==> config.mk <==
export PLATFORM = sky130hd
export DESIGN_NAME = lcst_xlate_top
export DESIGN_NICKNAME = d
export VERILOG_FILES = /design/src/common/lcst_pkg.sv /design/src/common/lc_view_if.sv /design/src/rtl/lcst_xlate/lc_capture.sv /design/src/rtl/lcst_xlate/sec_state_fsm.sv /design/src/rtl/lcst_xlate/debug_enable_gate.sv /design/src/rtl/lcst_xlate_top.sv
export VERILOG_INCLUDE_DIRS = /design/src /design/src/common
export SDC_FILE = /design/constraint.sdc
export NUM_CORES = 1
export LEC_CHECK = 0
export BUFFER_PORTS_ARGS = -buffer_cell sky130_fd_sc_hd__clkbuf_2
export CAP_MARGIN = 20
export CORE_AREA = 5 5 111 113
export DETAILED_ROUTE_END_ITERATION = 8
export DIE_AREA = 0 0 116 118
export GPL_TIMING_DRIVEN = 0
export SKIP_LAST_GASP = 1
export SYNTH_ARGS = -nofsm -noshare
export SYNTH_HDL_FRONTEND = slang
export SYNTH_SLANG_ARGS = --single-unit
==> constraint.sdc <==
create_clock -name clk_i -period 1.3 [get_ports clk_i]
set_clock_uncertainty 0.05 [all_clocks]
set_input_delay 0.065 -clock clk_i [delete_from_list [all_inputs] [get_ports clk_i]]
set_output_delay 0.065 -clock clk_i [all_outputs]
set_load 0.01 [all_outputs]
==> src/common/lcst_defines.svh <==
// Lifecycle translator widths and constants
// Shared by the top level and the capture stage

`ifndef LCST_DEFINES_SVH
`define LCST_DEFINES_SVH

// --------------------
// Bus widths
// --------------------

// Unlock level and the three SoC masks
`define LCST_MASK_W 64

// Compact lifecycle state code
`define LCST_CODE_W 5

// Debug-enable token from the lifecycle controller
`define LCST_TOKEN_W 4

// --------------------
// Token encoding
// --------------------

// Only this exact pattern counts as enabled
`define LCST_TOKEN_ON 4'b0101

`endif

==> src/common/lcst_pkg.sv <==
// Lifecycle translator types
// Lifecycle code, translator state and core security state

`default_nettype none

`include "lcst_defines.svh"

package lcst_pkg;

  // --------------------
  // Lifecycle code
  // --------------------

  // Codes 21 to 31 are invalid
  typedef enum logic [`LCST_CODE_W-1:0] {
    LC_RAW             = 5'd0,
    LC_TEST_UNLOCKED0  = 5'd1,
    LC_TEST_UNLOCKED1  = 5'd2,
    LC_TEST_UNLOCKED2  = 5'd3,
    LC_TEST_UNLOCKED3  = 5'd4,
    LC_TEST_UNLOCKED4  = 5'd5,
    LC_TEST_UNLOCKED5  = 5'd6,
    LC_TEST_UNLOCKED6  = 5'd7,
    LC_TEST_UNLOCKED7  = 5'd8,
    LC_TEST_LOCKED0    = 5'd9,
    LC_TEST_LOCKED1    = 5'd10,
    LC_TEST_LOCKED2    = 5'd11,
    LC_TEST_LOCKED3    = 5'd12,
    LC_TEST_LOCKED4    = 5'd13,
    LC_TEST_LOCKED5    = 5'd14,
    LC_TEST_LOCKED6    = 5'd15,
    LC_DEV             = 5'd16,
    LC_PROD            = 5'd17,
    LC_PROD_END        = 5'd18,
    LC_RMA             = 5'd19,
    LC_SCRAP           = 5'd20
  } lc_state_e;

  // --------------------
  // Translator FSM
  // --------------------

  typedef enum logic [2:0] {
    XL_RESET,
    XL_IDLE,
    XL_NON_DEBUG,
    XL_UNPROV_DEBUG,
    XL_MANUF_NON_DEBUG,
    XL_MANUF_DEBUG,
    XL_PROD_NON_DEBUG,
    XL_PROD_DEBUG
  } xlate_state_e;

  // --------------------
  // Core security state
  // --------------------

  // Encoding 2 is unused
  typedef enum logic [1:0] {
    DEVICE_UNPROVISIONED = 2'd0,
    DEVICE_MANUFACTURING = 2'd1,
    DEVICE_PRODUCTION    = 2'd3
  } device_lifecycle_e;

  typedef struct packed {
    device_lifecycle_e device_lifecycle;
    logic              debug_locked;
  } security_state_t;

  // Most restrictive state, production with debug locked
  localparam security_state_t SEC_STATE_DEFAULT = '{
    device_lifecycle: DEVICE_PRODUCTION,
    debug_locked:     1'b1
  };

endpackage

`default_nettype wire

==> src/common/lc_view_if.sv <==
// Registered lifecycle view from the capture stage
// Read by the translator FSM and the enable gate

`timescale 1ns/1ps
`default_nettype none

interface lc_view_if;
  import lcst_pkg::*;

  // Fuse data valid, qualifies every other field
  logic      valid;
  // Static fuse state, RAW while not valid
  lc_state_e static_state;
  // Decoded requests and errors
  logic      scrap_req;
  logic      state_error;
  logic      raw_unlock;
  logic      manuf_enable;
  // Level and mask matches, token folded in for the SoC enables
  logic      prod_unlock;
  logic      dft_req;
  logic      hw_dbg_req;

  // Capture stage drives every field
  modport capture (
    output valid, static_state, scrap_req, state_error, raw_unlock,
    output manuf_enable, prod_unlock, dft_req, hw_dbg_req
  );

  // Later stages only read
  modport consumer (
    input valid, static_state, scrap_req, state_error, raw_unlock,
    input manuf_enable, prod_unlock, dft_req, hw_dbg_req
  );

endinterface

`default_nettype wire

==> src/rtl/lcst_xlate/lc_capture.sv <==
// Input capture stage
// Decodes tokens, mask matches and scrap request, registered under fuse valid

`timescale 1ns/1ps
`default_nettype none

`include "lcst_defines.svh"

module lc_capture (
  input  logic                     clk_i,
  input  logic                     rst_ni,
  input  logic                     otp_valid_i,
  input  lcst_pkg::lc_state_e      otp_state_i,
  input  logic                     prog_req_i,
  input  lcst_pkg::lc_state_e      prog_state_i,
  input  logic                     raw_unlock_success_i,
  input  logic [`LCST_TOKEN_W-1:0] lc_dft_en_i,
  input  logic [`LCST_TOKEN_W-1:0] lc_hw_debug_en_i,
  input  logic                     state_error_i,
  input  logic                     dbg_manuf_enable_i,
  input  logic [`LCST_MASK_W-1:0]  unlock_level_i,
  input  logic [`LCST_MASK_W-1:0]  dft_mask_i,
  input  logic [`LCST_MASK_W-1:0]  dbg_unlock_mask_i,
  input  logic [`LCST_MASK_W-1:0]  cltap_mask_i,
  lc_view_if.capture               view
);
  import lcst_pkg::*;

  logic dft_tok_on;
  logic hw_tok_on;
  logic dft_hit;
  logic cltap_hit;
  logic prod_hit;
  logic scrap_hit;

  // --------------------
  // Decode
  // --------------------

  // Strict match on the token pattern
  assign dft_tok_on = (lc_dft_en_i == `LCST_TOKEN_ON);
  assign hw_tok_on  = (lc_hw_debug_en_i == `LCST_TOKEN_ON);

  // Any level bit allowed by the mask counts as a hit
  assign dft_hit   = |(unlock_level_i & dft_mask_i);
  assign cltap_hit = |(unlock_level_i & cltap_mask_i);
  assign prod_hit  = |(unlock_level_i & dbg_unlock_mask_i);

  // Scrap only counts with a live program request
  assign scrap_hit = prog_req_i && (prog_state_i == LC_SCRAP);

  // --------------------
  // Capture register
  // --------------------
  always_ff @(posedge clk_i or negedge rst_ni) begin
    if (!rst_ni) begin
      view.valid        <= 1'b0;
      view.static_state <= LC_RAW;
      view.scrap_req    <= 1'b0;
      view.state_error  <= 1'b0;
      view.raw_unlock   <= 1'b0;
      view.manuf_enable <= 1'b0;
      view.prod_unlock  <= 1'b0;
      view.dft_req      <= 1'b0;
      view.hw_dbg_req   <= 1'b0;
    end else if (otp_valid_i) begin
      view.valid        <= 1'b1;
      view.static_state <= otp_state_i;
      view.scrap_req    <= scrap_hit;
      view.state_error  <= state_error_i;
      view.raw_unlock   <= raw_unlock_success_i;
      view.manuf_enable <= dbg_manuf_enable_i;
      view.prod_unlock  <= prod_hit;
      // Token or mask widening
      view.dft_req      <= dft_tok_on | dft_hit;
      view.hw_dbg_req   <= hw_tok_on | cltap_hit;
    end else begin
      // Fuse data not valid, present an all-clear view
      view.valid        <= 1'b0;
      view.static_state <= LC_RAW;
      view.scrap_req    <= 1'b0;
      view.state_error  <= 1'b0;
      view.raw_unlock   <= 1'b0;
      view.manuf_enable <= 1'b0;
      view.prod_unlock  <= 1'b0;
      view.dft_req      <= 1'b0;
      view.hw_dbg_req   <= 1'b0;
    end
  end

endmodule

`default_nettype wire

==> src/rtl/lcst_xlate/sec_state_fsm.sv <==
// Translator FSM stage
// Walks the lifecycle branches and registers the core security state

`timescale 1ns/1ps
`default_nettype none

module sec_state_fsm (
  input  logic                      clk_i,
  input  logic                      rst_ni,
  lc_view_if.consumer               view,
  output lcst_pkg::security_state_t security_state_o
);
  import lcst_pkg::*;

  xlate_state_e    state_q;
  xlate_state_e    state_d;
  security_state_t sec_d;
  logic            abort;
  logic            is_test_locked;
  logic            is_test_unlocked;

  // Scrap request or reported state error forces non-debug
  assign abort = view.scrap_req | view.state_error;

  assign is_test_locked   = view.static_state inside {[LC_TEST_LOCKED0:LC_TEST_LOCKED6]};
  assign is_test_unlocked = view.static_state inside {[LC_TEST_UNLOCKED0:LC_TEST_UNLOCKED7]};

  // --------------------
  // Next state and output
  // --------------------
  always_comb begin
    state_d = state_q;
    sec_d   = SEC_STATE_DEFAULT;
    case (state_q)
      XL_RESET: begin
        state_d = XL_IDLE;
      end
      XL_IDLE: begin
        // Branch on the fuse state, abort wins
        if (abort || view.static_state == LC_SCRAP) begin
          state_d = XL_NON_DEBUG;
        end else if (view.static_state == LC_RAW || is_test_locked) begin
          state_d = XL_NON_DEBUG;
        end else if (is_test_unlocked) begin
          state_d = XL_UNPROV_DEBUG;
        end else if (view.static_state == LC_DEV) begin
          state_d = XL_MANUF_NON_DEBUG;
        end else if (view.static_state inside {LC_PROD, LC_PROD_END}) begin
          state_d = XL_PROD_NON_DEBUG;
        end else if (view.static_state == LC_RMA) begin
          state_d = XL_PROD_DEBUG;
        end
        // Invalid codes hold in IDLE
      end
      XL_NON_DEBUG: begin
        if (abort) begin
          state_d = XL_NON_DEBUG;
        end else if (view.raw_unlock) begin
          // Volatile RAW unlock
          state_d = XL_UNPROV_DEBUG;
        end
      end
      XL_UNPROV_DEBUG: begin
        if (abort) begin
          state_d = XL_NON_DEBUG;
        end else begin
          sec_d = '{device_lifecycle: DEVICE_UNPROVISIONED, debug_locked: 1'b0};
        end
      end
      XL_MANUF_NON_DEBUG: begin
        if (abort) begin
          state_d = XL_NON_DEBUG;
        end else begin
          sec_d = '{device_lifecycle: DEVICE_MANUFACTURING, debug_locked: 1'b1};
          if (view.manuf_enable) begin
            state_d = XL_MANUF_DEBUG;
          end
        end
      end
      XL_MANUF_DEBUG: begin
        if (abort) begin
          state_d = XL_NON_DEBUG;
        end else begin
          sec_d = '{device_lifecycle: DEVICE_MANUFACTURING, debug_locked: 1'b0};
        end
      end
      XL_PROD_NON_DEBUG: begin
        if (abort) begin
          state_d = XL_NON_DEBUG;
        end else if (view.prod_unlock) begin
          // Level and mask match unlocks production debug
          state_d = XL_PROD_DEBUG;
        end
      end
      XL_PROD_DEBUG: begin
        if (abort) begin
          state_d = XL_NON_DEBUG;
        end else begin
          sec_d = '{device_lifecycle: DEVICE_PRODUCTION, debug_locked: 1'b0};
        end
      end
      default: begin
        state_d = XL_RESET;
      end
    endcase
  end

  // --------------------
  // State and output register
  // --------------------
  always_ff @(posedge clk_i or negedge rst_ni) begin
    if (!rst_ni) begin
      state_q          <= XL_RESET;
      security_state_o <= SEC_STATE_DEFAULT;
    end else if (view.valid) begin
      state_q          <= state_d;
      security_state_o <= sec_d;
    end else begin
      // Lost fuse data restarts the walk
      state_q          <= XL_RESET;
      security_state_o <= SEC_STATE_DEFAULT;
    end
  end

endmodule

`default_nettype wire

==> src/rtl/lcst_xlate/debug_enable_gate.sv <==
// Debug-enable gate stage
// Registers the SoC DFT and hardware debug enables and the static state

`timescale 1ns/1ps
`default_nettype none

module debug_enable_gate (
  input  logic                clk_i,
  input  logic                rst_ni,
  lc_view_if.consumer         view,
  output logic                soc_dft_en_o,
  output logic                soc_hw_debug_en_o,
  output lcst_pkg::lc_state_e otp_static_state_o
);
  import lcst_pkg::*;

  always_ff @(posedge clk_i or negedge rst_ni) begin
    if (!rst_ni) begin
      soc_dft_en_o       <= 1'b0;
      soc_hw_debug_en_o  <= 1'b0;
      otp_static_state_o <= LC_RAW;
    end else begin
      if (view.valid) begin
        // A scrap request kills both enables
        soc_dft_en_o      <= view.dft_req & ~view.scrap_req;
        soc_hw_debug_en_o <= view.hw_dbg_req & ~view.scrap_req;
      end else begin
        soc_dft_en_o      <= 1'b0;
        soc_hw_debug_en_o <= 1'b0;
      end
      // Capture already forces RAW while not valid
      otp_static_state_o <= view.static_state;
    end
  end

endmodule

`default_nettype wire

==> src/rtl/lcst_xlate_top.sv <==
// Lifecycle to security state translator top level
// Capture, translator FSM and debug-enable gate in a three-stage pipe

`timescale 1ns/1ps
`default_nettype none

`include "lcst_defines.svh"

module lcst_xlate_top (
  input  logic                              clk_i,
  input  logic                              rst_ni,
  // Fuse controller
  input  logic                              otp_valid_i,
  input  lcst_pkg::lc_state_e               otp_state_i,
  // Lifecycle controller program request and tokens
  input  logic                              prog_req_i,
  input  lcst_pkg::lc_state_e               prog_state_i,
  input  logic                              raw_unlock_success_i,
  input  logic [`LCST_TOKEN_W-1:0]          lc_dft_en_i,
  input  logic [`LCST_TOKEN_W-1:0]          lc_hw_debug_en_i,
  // Error and core-side unlock
  input  logic                              state_error_i,
  input  logic                              dbg_manuf_enable_i,
  input  logic [`LCST_MASK_W-1:0]           unlock_level_i,
  // SoC masks
  input  logic [`LCST_MASK_W-1:0]           dft_mask_i,
  input  logic [`LCST_MASK_W-1:0]           dbg_unlock_mask_i,
  input  logic [`LCST_MASK_W-1:0]           cltap_mask_i,
  // Translated outputs
  output logic                              soc_dft_en_o,
  output logic                              soc_hw_debug_en_o,
  output lcst_pkg::lc_state_e               otp_static_state_o,
  output lcst_pkg::device_lifecycle_e       lifecycle_o,
  output logic                              debug_locked_o
);
  import lcst_pkg::*;

  security_state_t sec_state;

  lc_view_if view ();

  // --------------------
  // Stage 1
  // --------------------
  lc_capture u_capture (
    .clk_i                (clk_i),
    .rst_ni               (rst_ni),
    .otp_valid_i          (otp_valid_i),
    .otp_state_i          (otp_state_i),
    .prog_req_i           (prog_req_i),
    .prog_state_i         (prog_state_i),
    .raw_unlock_success_i (raw_unlock_success_i),
    .lc_dft_en_i          (lc_dft_en_i),
    .lc_hw_debug_en_i     (lc_hw_debug_en_i),
    .state_error_i        (state_error_i),
    .dbg_manuf_enable_i   (dbg_manuf_enable_i),
    .unlock_level_i       (unlock_level_i),
    .dft_mask_i           (dft_mask_i),
    .dbg_unlock_mask_i    (dbg_unlock_mask_i),
    .cltap_mask_i         (cltap_mask_i),
    .view                 (view.capture)
  );

  // --------------------
  // Stages 2 and 3
  // --------------------
  sec_state_fsm u_fsm (
    .clk_i            (clk_i),
    .rst_ni           (rst_ni),
    .view             (view.consumer),
    .security_state_o (sec_state)
  );

  debug_enable_gate u_gate (
    .clk_i              (clk_i),
    .rst_ni             (rst_ni),
    .view               (view.consumer),
    .soc_dft_en_o       (soc_dft_en_o),
    .soc_hw_debug_en_o  (soc_hw_debug_en_o),
    .otp_static_state_o (otp_static_state_o)
  );

  // Split the struct onto plain ports
  assign lifecycle_o    = sec_state.device_lifecycle;
  assign debug_locked_o = sec_state.debug_locked;

endmodule

`default_nettype wire

-- After elaboration in Yosys (flattened, before gate mapping)
Index checks and enable logic that the tools add are counted.
- equal/unequal tests: 20
- muxes and demuxes: 32
- magnitude comparators: 4
- bitwise logic cells: 9
- reductions and logical operators: 13
- operators by type and width (cell ; number):
    64-bit bitwise AND ; 3
    64-bit OR reduction ; 3
    3-bit 2-to-1 mux ; 18
    5-bit equality test, second input constant ; 6
    3-bit one-hot mux with 6 select lines ; 1
    3-bit equality test, second input constant ; 4
    4-bit by 3-bit != test with 1-bit output, second input constant ; 3
    3-bit one-hot mux with 4 select lines ; 1
    1-bit 2-to-1 mux ; 11
    5-bit by 4-bit <= comparator with 1-bit output, second input constant ; 2
    4-bit by 3-bit equality test with 1-bit output, second input constant ; 2
    8-bit by 2-bit != test with 1-bit output, second input constant ; 1
    3-bit by 2-bit equality test with 1-bit output, second input constant ; 2
    5-bit by 1-bit greater-or-equal comparator with 1-bit output, second input constant ; 1
    5-bit by 4-bit greater-or-equal comparator with 1-bit output, second input constant ; 1
    5-bit zero test ; 1
    5-bit 2-to-1 mux ; 1
    5-bit AND reduction ; 1
    3-bit by 1-bit equality test with 1-bit output, second input constant ; 1
    1-bit logical AND ; 3
    3-bit zero test ; 1
    3-bit by 2-bit != test with 1-bit output, second input constant ; 1
    1-bit bitwise OR ; 3
    3-bit OR reduction ; 1
    4 further kinds ; 6
- input port bits: 281
- register bits after elaboration: 26
- word-level logic and storage cells: 93

-- Logic depth before layout (Yosys ltp)
Gate-level depths: netlist of the first run.
- depth after elaboration: 9
- gate-level depth with buffers: 5
- depth with buffers taken out: 5

-- Cells and area by module
From an unflattened synthesis of the first run, not the netlist that was laid out.
- cell total of the unflattened synthesis: 203
- area, all modules: 2023.2 sq um
- by module, submodules not included (module ; area each (sq um) ; instances ; cells each):
    lc_capture ; 1431.4 ; 1 ; 151
    sec_state_fsm ; 399.1 ; 1 ; 43
    debug_enable_gate ; 192.7 ; 1 ; 9

-- Worst setup path before layout of the first run
No wires, ideal clock.
- path kind: register to register
- start: register u_capture.view.static_state[1]
- end: register u_fsm.state_q[0]
- arrival time: 1.271 ns
- slack: -0.116 ns
- required time: 1.155 ns
- clock period less this slack: 1.416 ns
- cell stages (with the launch flop): 5
- path through: dfrtp_1 > or3_4 > a311oi_1 > o21ai_0 > o31ai_1
- word-level cells in the longest chain between the ends: 9
- elaborated cells on any way between the ends: 24
- RTL lines (item ; line ; RTL):
    start: declaration ; lc_view_if.sv:26 ; output valid, static_state, scrap_req, state_error, raw_unlock,
    start signal: assignment ; lc_capture.sv:68 ; view.static_state <= otp_state_i;
    5-bit equality test ; sec_state_fsm.sv:48 ; end else if (view.static_state inside {LC_PROD, LC_PROD_END}) begin
    2-bit nonzero test ; sec_state_fsm.sv:48 ;
    3-bit 2-to-1 mux ; sec_state_fsm.sv:48 ;
    3-bit 2-to-1 mux ; sec_state_fsm.sv:46 ; end else if (view.static_state == LC_DEV) begin
    3-bit 2-to-1 mux ; sec_state_fsm.sv:44 ; end else if (is_test_unlocked) begin
    3-bit 2-to-1 mux ; sec_state_fsm.sv:42 ; end else if (view.static_state == LC_RAW || is_test_locked) begin
    3-bit 2-to-1 mux ; sec_state_fsm.sv:40 ; if (abort || view.static_state == LC_SCRAP) begin
    3-bit one-hot mux with 6 select lines ; sec_state_fsm.sv:34 ; case (state_q)
    3-bit 2-to-1 mux ; sec_state_fsm.sv:115 ; end else if (view.valid) begin
    end signal: assignment ; sec_state_fsm.sv:116 ; state_q <= state_d;
    end: declaration ; sec_state_fsm.sv:15 ; xlate_state_e state_q;
Several ways; a longest one is shown, not always the timed one.
A chain may end at the register's enable or synchronous reset.

-- Worst setup path in the final report of the first run
Same ends and word-level chain as after synthesis.

==> flow_summary.ini, run 1 <==
[status]
outcome = finished with violations
violations = negative setup slack

[routing]
avgViaCountPerCell = 5.02
drt-initial-drc-count = 195
wl_um = 16400
firstDrtPassIters = 5
route.detailed.drc = 0
ant_nets = 0
dr_total_vias = 3309
wire_per_inst_um = 24.9

[grt]
grt_max_degree = 27
grt_pass1_wl_um = 22700
grt_overflow = 0
grt_pass1_vias = 3687
grt_antenna_before_repair = 1
track_usage_pct = 22.8

[setup_path]
reg2reg_depth = 4
cp.required_ns = 1.42
critical_path_class = flop to flop
crit_path_max_fanout = 3
startpoint_type = flop
end_kind = flop
worstPathArrival_ns = 1.56
cp_slowest_cell = or3_4
reg2reg_setup_slack_ns = -0.15
worstPathCellList = or3_4, a311oi_2, o21ai_1, o31ai_1
slowest_delay_ns = 0.43
timing.rr.end = u_fsm.state_q[0]
rr_startpoint = u_capture.view.static_state[1]

[sta]
tightestPinTransition_ns = 0.587
grt_setup_unrepaired = true
fin_ws_ns = -0.146
hold_violations = 0
fmax_mhz = 692
period_minus_slack_ns = 1.45
tns_ns = -0.232
slew_headroom_pct = 60.8
setup_viol = 2
finalMaxSlewViolations = 0
timing.final.crit_share_pct = 111
holdWs_ns = 0.0319

[place]
place_congestion = 0.943
pre_cts_slack_ns = -0.690
portBuffers = 290
hpwl_um = 15100
placed_cell_area_um2 = 3570

[floorplan]
die_w_um = 116
die_h_um = 118
start_util_pct = 17.3
fp-row-count = 39
die_area_um2 = 13700
pin_count = 291
core_um2 = 11200

[synth]
synth_top_area_share_pct = 29.7
synth_nets = 482
synth_area_um2 = 1940
synth_area_leaders = dfrtp_1 (30%), a22oi_1 (21%), a221oi_1 (9.5%), a22o_1 (9.5%), nand4_1 (5.5%)
synth_cell_type_count = 34
yosysTopAreaCell = dfrtp_1
synth_area_per_cell_um2 = 9.65
synth.yosys.seq_area_share_pct = 33.7
netlist_instances = 201
yosys_warnings = 0
yosys_register_bits = 26

[worst_hold_path]
worstHoldStart = prog_state_i[2]
hold_path_end = u_capture.view.scrap_req
hold_class = primary input to flop
min_path_cells = 3

[clocking]
clkSinkCount = 26
cts_tree = built
cts.path.max_buffers = 2
h-tree-depth = 1
numCtsBuffers = 3
path_clk_slew_ns = 0.06
ctsRootBufferMaster = clkbuf_16
clock_latency_ns = 0.26

[job]
maxCapViolations = 0

[pwr]
pwr-share-clk_pct = 26.4
peakVddDrop_uv = 571
combPwrFrac_pct = 40.3
switching_share_pct = 29.6
power.total_mw = 2.73
intPower_mw = 1.92
p_per_area_nw_per_um2 = 686
p_leak_nw = 2.09
power.switching_mw = 0.809
seqPwrFrac_pct = 33.3

[cells_and_area]
n_fill_cell = 1218
final_area_um2 = 3980
layout.nets = 798
area_growth_pct = 105
final_common_cell = clkbuf_2
insertedDiodeCount = 0
drive_gt1_share_pct = 63.8
final_cell_mix = clkbuf_2 (290), a22oi_1 (54), dfrtp_1 (21)
-- registers in the layout, summed over array words and instances, names as in the netlist, 3 cells and up --
name,count
u_fsm.state_q,3
u_capture.view.static_state,5
u_gate.otp_static_state_o,5
u_fsm.security_state_o,3
-- power by group through the flow --
stage	sequential (mW)	clock [mW]	combinational (mW)
2_1_floorplan	0.919	0	0.295
3_3_place_gp	0.920	0	0.972
3_5_place_dp	0.921	0	0.974
4_1_cts	0.905	0.740	1.09
5_1_grt	0.914	0.773	1.19
6_report	0.908	0.721	1.10
-- kinds of logic after synthesis --
logic type	count (synthesis)	share of synthesized area [%]
compound gates	114	45.9
simple gates	58	19.5
flops	26	33.7
buf+inv	2	0.387
mux	1	0.516
-- layout make-up --
type	count	area [um2]	share of cell area, %
multi-input combinational	173	1410	35.4
sequential	26	657	16.5
buffer	1	3.75	0.0943
clock buffer	4	88.8	2.23
tap	143	179	4.50
timing repair buffer	311	1640	41.2
inverter	1	3.75	0.0943
-- repair_timing --
item / in CTS / in global routing
hold endpoints to repair: 33 / 0
hold buffers: 12 / 0
gates cloned: 0 / 0
setup buffers: 9 / 0
endpoints found under the setup margin: 5 / 5
pin swaps: 3 / 6
resized for setup: 18 / 6
-- metal layers --
metal | vias up | share of wire, % | global-route usage (%)
met1 | 1576 | 36 | 25.5
met5 | - | 0.043 | 0
met2 | 168 | 54 | 41.2
met3 | 22 | 8.1 | 5.96
li1 | 1541 | - | -
met4 | 2 | 2.4 | 7.18
-- synthesized netlist by cell type --
| master | count |
|---|---|
| a22oi_1 | 54 |
| dfrtp_1 | 23 |
| a221oi_1 | 21 |
| a22o_1 | 21 |
| nand4_1 | 17 |
| and2_1 | 8 |
| nor3_1 | 6 |
| a21oi_1 | 4 |
| nand3_1 | 4 |
| a21boi_0 | 3 |
| and3b_1 | 3 |
| dfstp_2 | 3 |
| nand2_1 | 3 |
| nor4_1 | 3 |
| o21ai_0 | 3 |
| a211oi_1 | 2 |
| nand4bb_1 | 2 |
| nor2_1 | 2 |
| nor2b_1 | 2 |
| o21a_1 | 2 |
| or2_2 | 2 |
| a311oi_1 | 1 |
| and4bb_2 | 1 |
| clkbuf_1 | 1 |
| inv_1 | 1 |
| mux2i_1 | 1 |
| nand2b_1 | 1 |
| nand4b_1 | 1 |
| nor3b_2 | 1 |
| nor4b_1 | 1 |
| o211ai_1 | 1 |
| o21ai_1 | 1 |
| o31ai_1 | 1 |
| or3_4 | 1 |
-- worst max-delay path: cells and delay by family, from the launching register on --
family          cells  cell delay [ns]
compound gates      3             0.48
flops               1             0.40
simple gates        1             0.43
-- worst max-delay path by stage --
| stage | depth (start not counted) | end | start |
|---|---|---|---|
| floorplan | 4 | u_fsm.state_q[0] | u_capture.view.static_state[1] |
| global placement | 6 | u_capture.view.dft_req | unlock_level_i[3] |
| detailed placement | 6 | u_capture.view.dft_req | unlock_level_i[3] |
| CTS | 4 | u_fsm.state_q[0] | u_capture.view.static_state[1] |
| global route | 4 | u_fsm.state_q[0] | u_capture.view.static_state[1] |
| finish | 4 | u_fsm.state_q[0] | u_capture.view.static_state[1] |
-- through the flow --
step / instances / util, %
after global routing: 659 / 35.5
after CTS: 659 / 35.1
after floorplan: 201 / -
after detailed placement: 634 / 31.8
final: 659 / 35.5
after global placement: 634 / 31.8
Note: power is estimated with default switching activity, not from simulation.
==> run 2: changes to the inputs <==
--- a/config.mk
+++ b/config.mk
@@ -6,11 +6,12 @@
 export SDC_FILE = /design/constraint.sdc
 export NUM_CORES = 1
 export LEC_CHECK = 0
+export ABC_AREA = 1
 export BUFFER_PORTS_ARGS = -buffer_cell sky130_fd_sc_hd__clkbuf_2
 export CAP_MARGIN = 20
-export CORE_AREA = 5 5 111 113
+export CORE_AREA = 5 5 110 112
 export DETAILED_ROUTE_END_ITERATION = 8
-export DIE_AREA = 0 0 116 118
+export DIE_AREA = 0 0 115 117
 export GPL_TIMING_DRIVEN = 0
 export SKIP_LAST_GASP = 1
 export SYNTH_ARGS = -nofsm -noshare
==> run 2 against run 1 <==
The flow now finishes without violations. Utilization is 4.1 points higher. Sequential share of layout area is 1.5 points lower. Synthesized area is 27% higher. Fmax is 14% higher. Flip-flop and latch count stayed put. Routed wire length is 10% lower. Clock power is 22% higher. Register-to-register slack better by 0.18 ns. Critical endpoint is now u_fsm.state_q[2].
==> flow_summary.ini, run 2 <==
[place]
placed_cells = 908
pre_cts_slack_ns = -0.0217
hpwl_um = 13600
portBuffers = 290
placed_cell_area_um2 = 4080
place_congestion = 0.960

[synth]
synth_top_area_share_pct = 48.3
synth_commonest_cells = nand2_1 (316), nor2_1 (62), dfrtp_1 (23), inv_1 (21), nand4_1 (14)
synth_cell_type_count = 21
async_flop_share_pct = 100
yosys_register_bits = 26
synth_area_per_cell_um2 = 5.17
synth_edf_count = 0
synth.yosys.seq_area_share_pct = 26.7
yosysTopAreaCell = nand2_1
synth_area_leaders = nand2_1 (48%), dfrtp_1 (23%), nor2_1 (9.5%), nand4_1 (3.6%), dfstp_2 (3.2%)
synthFlopType = dfrtp_1
netlist_instances = 475
yosysMostFrequentCell = nand2_1
synth_nets = 756
synth_area_um2 = 2450
yosys_warnings = 0

[floorplan]
die_w_um = 115
die_area_um2 = 13500
fp-row-count = 39
start_util_pct = 22.1
die_h_um = 117
pin_count = 291
core_um2 = 11100

[worst_hold_path]
hold_class = primary input to flop

[cells_and_area]
layout.nets = 1071
final_cells = 932
drive_gt1_share_pct = 40.8
largestRegisters = u_capture.view.static_state (5), u_gate.otp_static_state_o (5)
n_fill_cell = 1306
insertedDiodeCount = 0
area_growth_pct = 79.6
final_area_um2 = 4410
final_cell_mix = nand2_1 (315), clkbuf_2 (290), nor2_1 (60)
final_common_cell = nand2_1

[routing]
firstDrtPassIters = 4
drt-initial-drc-count = 178
dr_total_vias = 3949
ant_nets = 0
route.detailed.drc = 0
wire_per_inst_um = 15.8
avgViaCountPerCell = 4.24
wl_um = 14700

[sta]
grt_setup_unrepaired = true
timing.final.crit_share_pct = 97.7
tightestPinTransition_ns = 0.609
holdWs_ns = 0.0411
fmax_mhz = 788
fin_ws_ns = 0.0304
slew_headroom_pct = 59.4
finalMaxSlewViolations = 0
setup_viol = 0
period_minus_slack_ns = 1.27
hold_violations = 0

[pwr]
p_leak_nw = 2.81
power.total_mw = 3.10
p_per_area_nw_per_um2 = 704
peakVddDrop_uv = 528

[clocking]
h-tree-depth = 1
cts.path.max_buffers = 2
numCtsBuffers = 3
clock_latency_ns = 0.26
clkSinkCount = 26
path_clk_slew_ns = 0.06
ctsRootBufferMaster = clkbuf_16
cts_tree = built

[setup_path]
worst-path-buf-inv = 1
startpoint_type = flop
cp_top_family = simple AND/OR/NAND/NOR gates
cp.required_ns = 1.40
cp_common_cell = nand2_1
end_kind = flop
cp_slowest_cell = dfrtp_2
crit_path_max_fanout = 6
slowest_delay_ns = 0.46
worstPathCellList = nor2_1, nand2_1, nand3_1, inv_1, nand2_1, nand3_4, nand2_1, o21ai_1
worstPathArrival_ns = 1.37
critical_path_class = flop to flop

[grt]
track_usage_pct = 20.6
grt_pass1_wl_um = 20700
grt_antenna_before_repair = 0
grt_overflow = 0
grt_max_degree = 27
grt_pass1_vias = 3906

[job]
maxCapViolations = 0

[status]
outcome = finished, final reports clean
[run 2: changes by cell type after synthesis, moves of 3 or more]
| cell | delta |
|---|---|
| nand2_1 | +313 |
| nor2_1 | +60 |
| a22oi_1 | -54 |
| a221oi_1 | -21 |
| a22o_1 | -21 |
| inv_1 | +20 |
| and2_1 | -8 |
| nand3_1 | +6 |
| a21boi_0 | -3 |
| and3b_1 | -3 |
| nand4_1 | -3 |
[run 2: path summary, 6_finish.rpt]
path	slack (ns)	from	endpoint	depth (start not counted)
setup / recovery	0.03	u_capture.view.static_state[3]	u_fsm.state_q[2]	8
hold / removal	0.04	prog_state_i[3]	u_capture.view.scrap_req	4
setup reg to reg	0.03	u_capture.view.static_state[3]	u_fsm.state_q[2]	8
hold reg to reg	0.39	u_capture.view.static_state[4]	u_gate.otp_static_state_o[4]	0
max in group asynchronous	0.47	rst_ni	u_fsm.state_q[2]	2
min in group asynchronous	0.30	rst_ni	u_gate.otp_static_state_o[4]	2
[run 2: worst reg2reg max path: cells and delay by family (launching register included)]
family	cells	cell delay, ns
buffers and inverters	1	0.06
AOI/OAI and AO/OA	1	0.06
DFF	1	0.46
and+or+nand+nor	6	0.53
[run 2: through the flow]
stage | util, % | TNS, ns
after floorplan | - | 0
after global placement | 36.7 | -0.0354
after detailed placement | 36.7 | -0.0217
after CTS | 39.0 | -0.00231
after global routing | 39.6 | -0.148
final | 39.6 | 0
[run 2: what timing repair did]
action                     in CTS  in global routing
resized for setup               1                 12
hold endpoints to repair       33                  0
buffers inserted                0                  5
setup endpoints to repair       3                  3
pin swaps                       1                  5
hold buffers                   15                  0
gates cloned                    0                  0
[run 2: final cells by class]
cell class	instances	area (um2)	area share [%]
plain buffers	1	5.00	0.114
well taps	143	179	4.06
flip-flops and latches	26	659	15.0
multi-input cells	426	1740	39.4
repair buffers	310	1640	37.2
inverters	22	82.6	1.87
clock buffers	3	75.1	1.70
clock inverters	1	30.0	0.682
[run 2: kinds of logic after synthesis]
logic type | after synthesis | synth area share, %
AND/OR/NAND/NOR | 416 | 67.6
flip-flops | 26 | 26.7
buffers and inverters | 23 | 3.57
AO/OA/AOI/OAI | 10 | 2.14
[run 2: report_power, final]
part / total [mW] / leakage (nW) / internal (mW) / switching [mW]
Clock: 0.882 / 0.0511 / 0.612 / 0.269
Sequential: 0.973 / 0.319 / 0.893 / 0.0808
Combinational: 1.25 / 2.44 / 0.597 / 0.648
Total: 3.10 / 2.81 / 2.10 / 0.998
[run 2: routing by layer]
metal | track usage, % | vias to the layer above | wire (um)
li1 | - | 2101 | -
met3 | 4.27 | 13 | 1010
met5 | 0 | - | 0
met4 | 3.29 | 0 | 190
met2 | 37.3 | 154 | 7600
met1 | 25.8 | 1681 | 5940
==> run 3: changes to the inputs <==
--- a/config.mk
+++ b/config.mk
@@ -6,13 +6,12 @@
 export SDC_FILE = /design/constraint.sdc
 export NUM_CORES = 1
 export LEC_CHECK = 0
-export ABC_AREA = 1
+export ABC_AREA = 0
 export BUFFER_PORTS_ARGS = -buffer_cell sky130_fd_sc_hd__clkbuf_2
 export CAP_MARGIN = 20
-export CORE_AREA = 5 5 110 112
+export CORE_AREA = 5 5 111 113
 export DETAILED_ROUTE_END_ITERATION = 8
-export DIE_AREA = 0 0 115 117
-export GPL_TIMING_DRIVEN = 0
+export DIE_AREA = 0 0 116 118
 export SKIP_LAST_GASP = 1
 export SYNTH_ARGS = -nofsm -noshare
 export SYNTH_HDL_FRONTEND = slang
==> run 3 against run 2 <==
The flow now finishes with violations (negative setup slack). Clock power fell by 23%. Worst setup slack got worse by 0.15 ns. Critical path depth fell by 4. Fmax fell by 11%. Die area rose by 1.7%. Largest power group unchanged. Highest routed layer unchanged.
==> flow_summary.ini, run 3 (synthesized netlist as in run 1, its figures left out) <==
[floorplan]
start_util_pct = 17.3
core_um2 = 11200
die_area_um2 = 13700
die_h_um = 118
fp-row-count = 39
die_w_um = 116
pin_count = 291

[grt]
track_usage_pct = 23.7
grt_use_met3_pct = 5.24
grt_max_degree = 27
grt_overflow = 0
use_met2_pct = 43.6
grt_pass1_wl_um = 23800
busiest_layer = met2
grt_pass1_vias = 3875
gr-usage-met1_pct = 27.6
grt_antenna_before_repair = 0

[place]
placed_cells = 683
portBuffers = 290
hpwl_um = 15700
pre_cts_slack_ns = -0.585
place_congestion = 0.956

[cells_and_area]
fin_util_pct = 37.7
n_fill_cell = 1217
final_cell_mix = clkbuf_2 (290), a22oi_1 (54), buf_4 (50)
area_growth_pct = 118
layout.nets = 837
final_common_cell = clkbuf_2
final_cells = 698
largestRegisters = u_capture.view.static_state (5), u_gate.otp_static_state_o (5)
drive_gt1_share_pct = 65.4
insertedDiodeCount = 0

[sta]
period_minus_slack_ns = 1.42
fmax_mhz = 703
finalMaxSlewViolations = 0
fin_ws_ns = -0.123
slew_headroom_pct = 57.5
hold_violations = 0
timing.final.crit_share_pct = 109
tns_ns = -0.206
tightestPinTransition_ns = 0.637
holdWs_ns = 0.0107
setup_viol = 2
grt_setup_unrepaired = true

[setup_path]
worstPathArrival_ns = 1.54
reg2reg_depth = 4
end_kind = flop
startpoint_type = flop
cp.required_ns = 1.42
timing.rr.end = u_fsm.state_q[0]
reg2reg_setup_slack_ns = -0.12
crit_path_max_fanout = 3
critical_path_class = flop to flop
rr_startpoint = u_capture.view.static_state[2]

[clocking]
cts_setup_buffers = 0
path_clk_slew_ns = 0.06
clkSinkCount = 26
cts_tree = built
numCtsBuffers = 3
ctsRootBufferMaster = clkbuf_16
cts.path.max_buffers = 2
h-tree-depth = 1
clock_latency_ns = 0.26

[worst_hold_path]
min_path_cells = 3
worstHoldStart = prog_state_i[2]
hold_path_end = u_capture.view.scrap_req
hold_class = primary input to flop

[routing]
dr_total_vias = 3406
firstDrtPassIters = 4
wire_per_inst_um = 24.1
avgViaCountPerCell = 4.88
route.detailed.drc = 0
wl_um = 16800
ant_nets = 0
drt-initial-drc-count = 179

[status]
violations = negative setup slack
outcome = finished with violations

[pwr]
p_per_area_nw_per_um2 = 657
p_leak_nw = 2.26
peakVddDrop_uv = 428

[job]
maxCapViolations = 0
## run 3: cell count changes in the layout (fill, tap and decap cells not counted), sizes merged, moves of 4 or more
cell,change
and2,+8
nor2,-63
a22oi,+54
a221oi,+21
inv,-21
nand3,-7
dlygate4sd3,-4
a22o,+21
nand2,-315
buf,+44
## run 3: metal layers
metal / up-vias / part of all wire (%) / wire, um
met5: - / 0 / 0
met4: 0 / 2.2 / 371
met3: 19 / 6.9 / 1160
met2: 160 / 54 / 9000
met1: 1609 / 37 / 6290
li1: 1618 / - / -
## run 3: where the power goes
| group | total [mW] | internal [mW] | switching (mW) |
|---|---|---|---|
| registers | 0.894 | 0.861 | 0.0327 |
| logic | 1.21 | 0.666 | 0.540 |
| clock network | 0.682 | 0.419 | 0.263 |
## run 3: how the worst max path moves through the flow
| stage | start | endpoint | slack, ns | depth (start not counted) |
|---|---|---|---|---|
| floorplan | u_capture.view.static_state[1] | u_fsm.state_q[0] | -0.07 | 4 |
| global placement | unlock_level_i[3] | u_capture.view.dft_req | -0.61 | 6 |
| detailed placement | unlock_level_i[3] | u_capture.view.dft_req | -0.59 | 6 |
| CTS | u_capture.view.static_state[2] | u_fsm.state_q[0] | -0.13 | 4 |
| global route | u_capture.view.static_state[2] | u_fsm.state_q[0] | -0.23 | 4 |
| finish | u_capture.view.static_state[2] | u_fsm.state_q[0] | -0.12 | 4 |
## run 3: repair_timing
action                                 4_1_cts  5_1_grt
hold buffers                                11        0
endpoints found under the hold margin       32        0
resized for setup                            8       10
pin swaps                                    2        4
setup endpoints to repair                    4        5
## run 3: area by class of cell
cell class                 count  area (um2)  share of cell area, %
clock buffer                   4        78.8                   1.86
inverter                       1        3.75                 0.0887
multi-input combinational    173        1380                   32.6
sequential                    26         654                   15.5
tap                          143         179                   4.23
timing repair buffer         351        1940                   45.8
## run 3: metrics by stage
stage | instance area [um2] | total power [mW]
6_report | 4230 | 2.78
5_1_grt | 4230 | 2.93
4_1_cts | 4180 | 2.78
3_5_place_dp | 3940 | 2.04
3_3_place_gp | 3940 | 2.04
2_1_floorplan | 1940 | 1.21
## run 3: critical path, cell delays in order (launching register included)
cell and delay, ns:
dfrtp_1 0.38, or3_4 0.42, a311oi_2 0.21, o21ai_1 0.09
o31ai_1 0.18
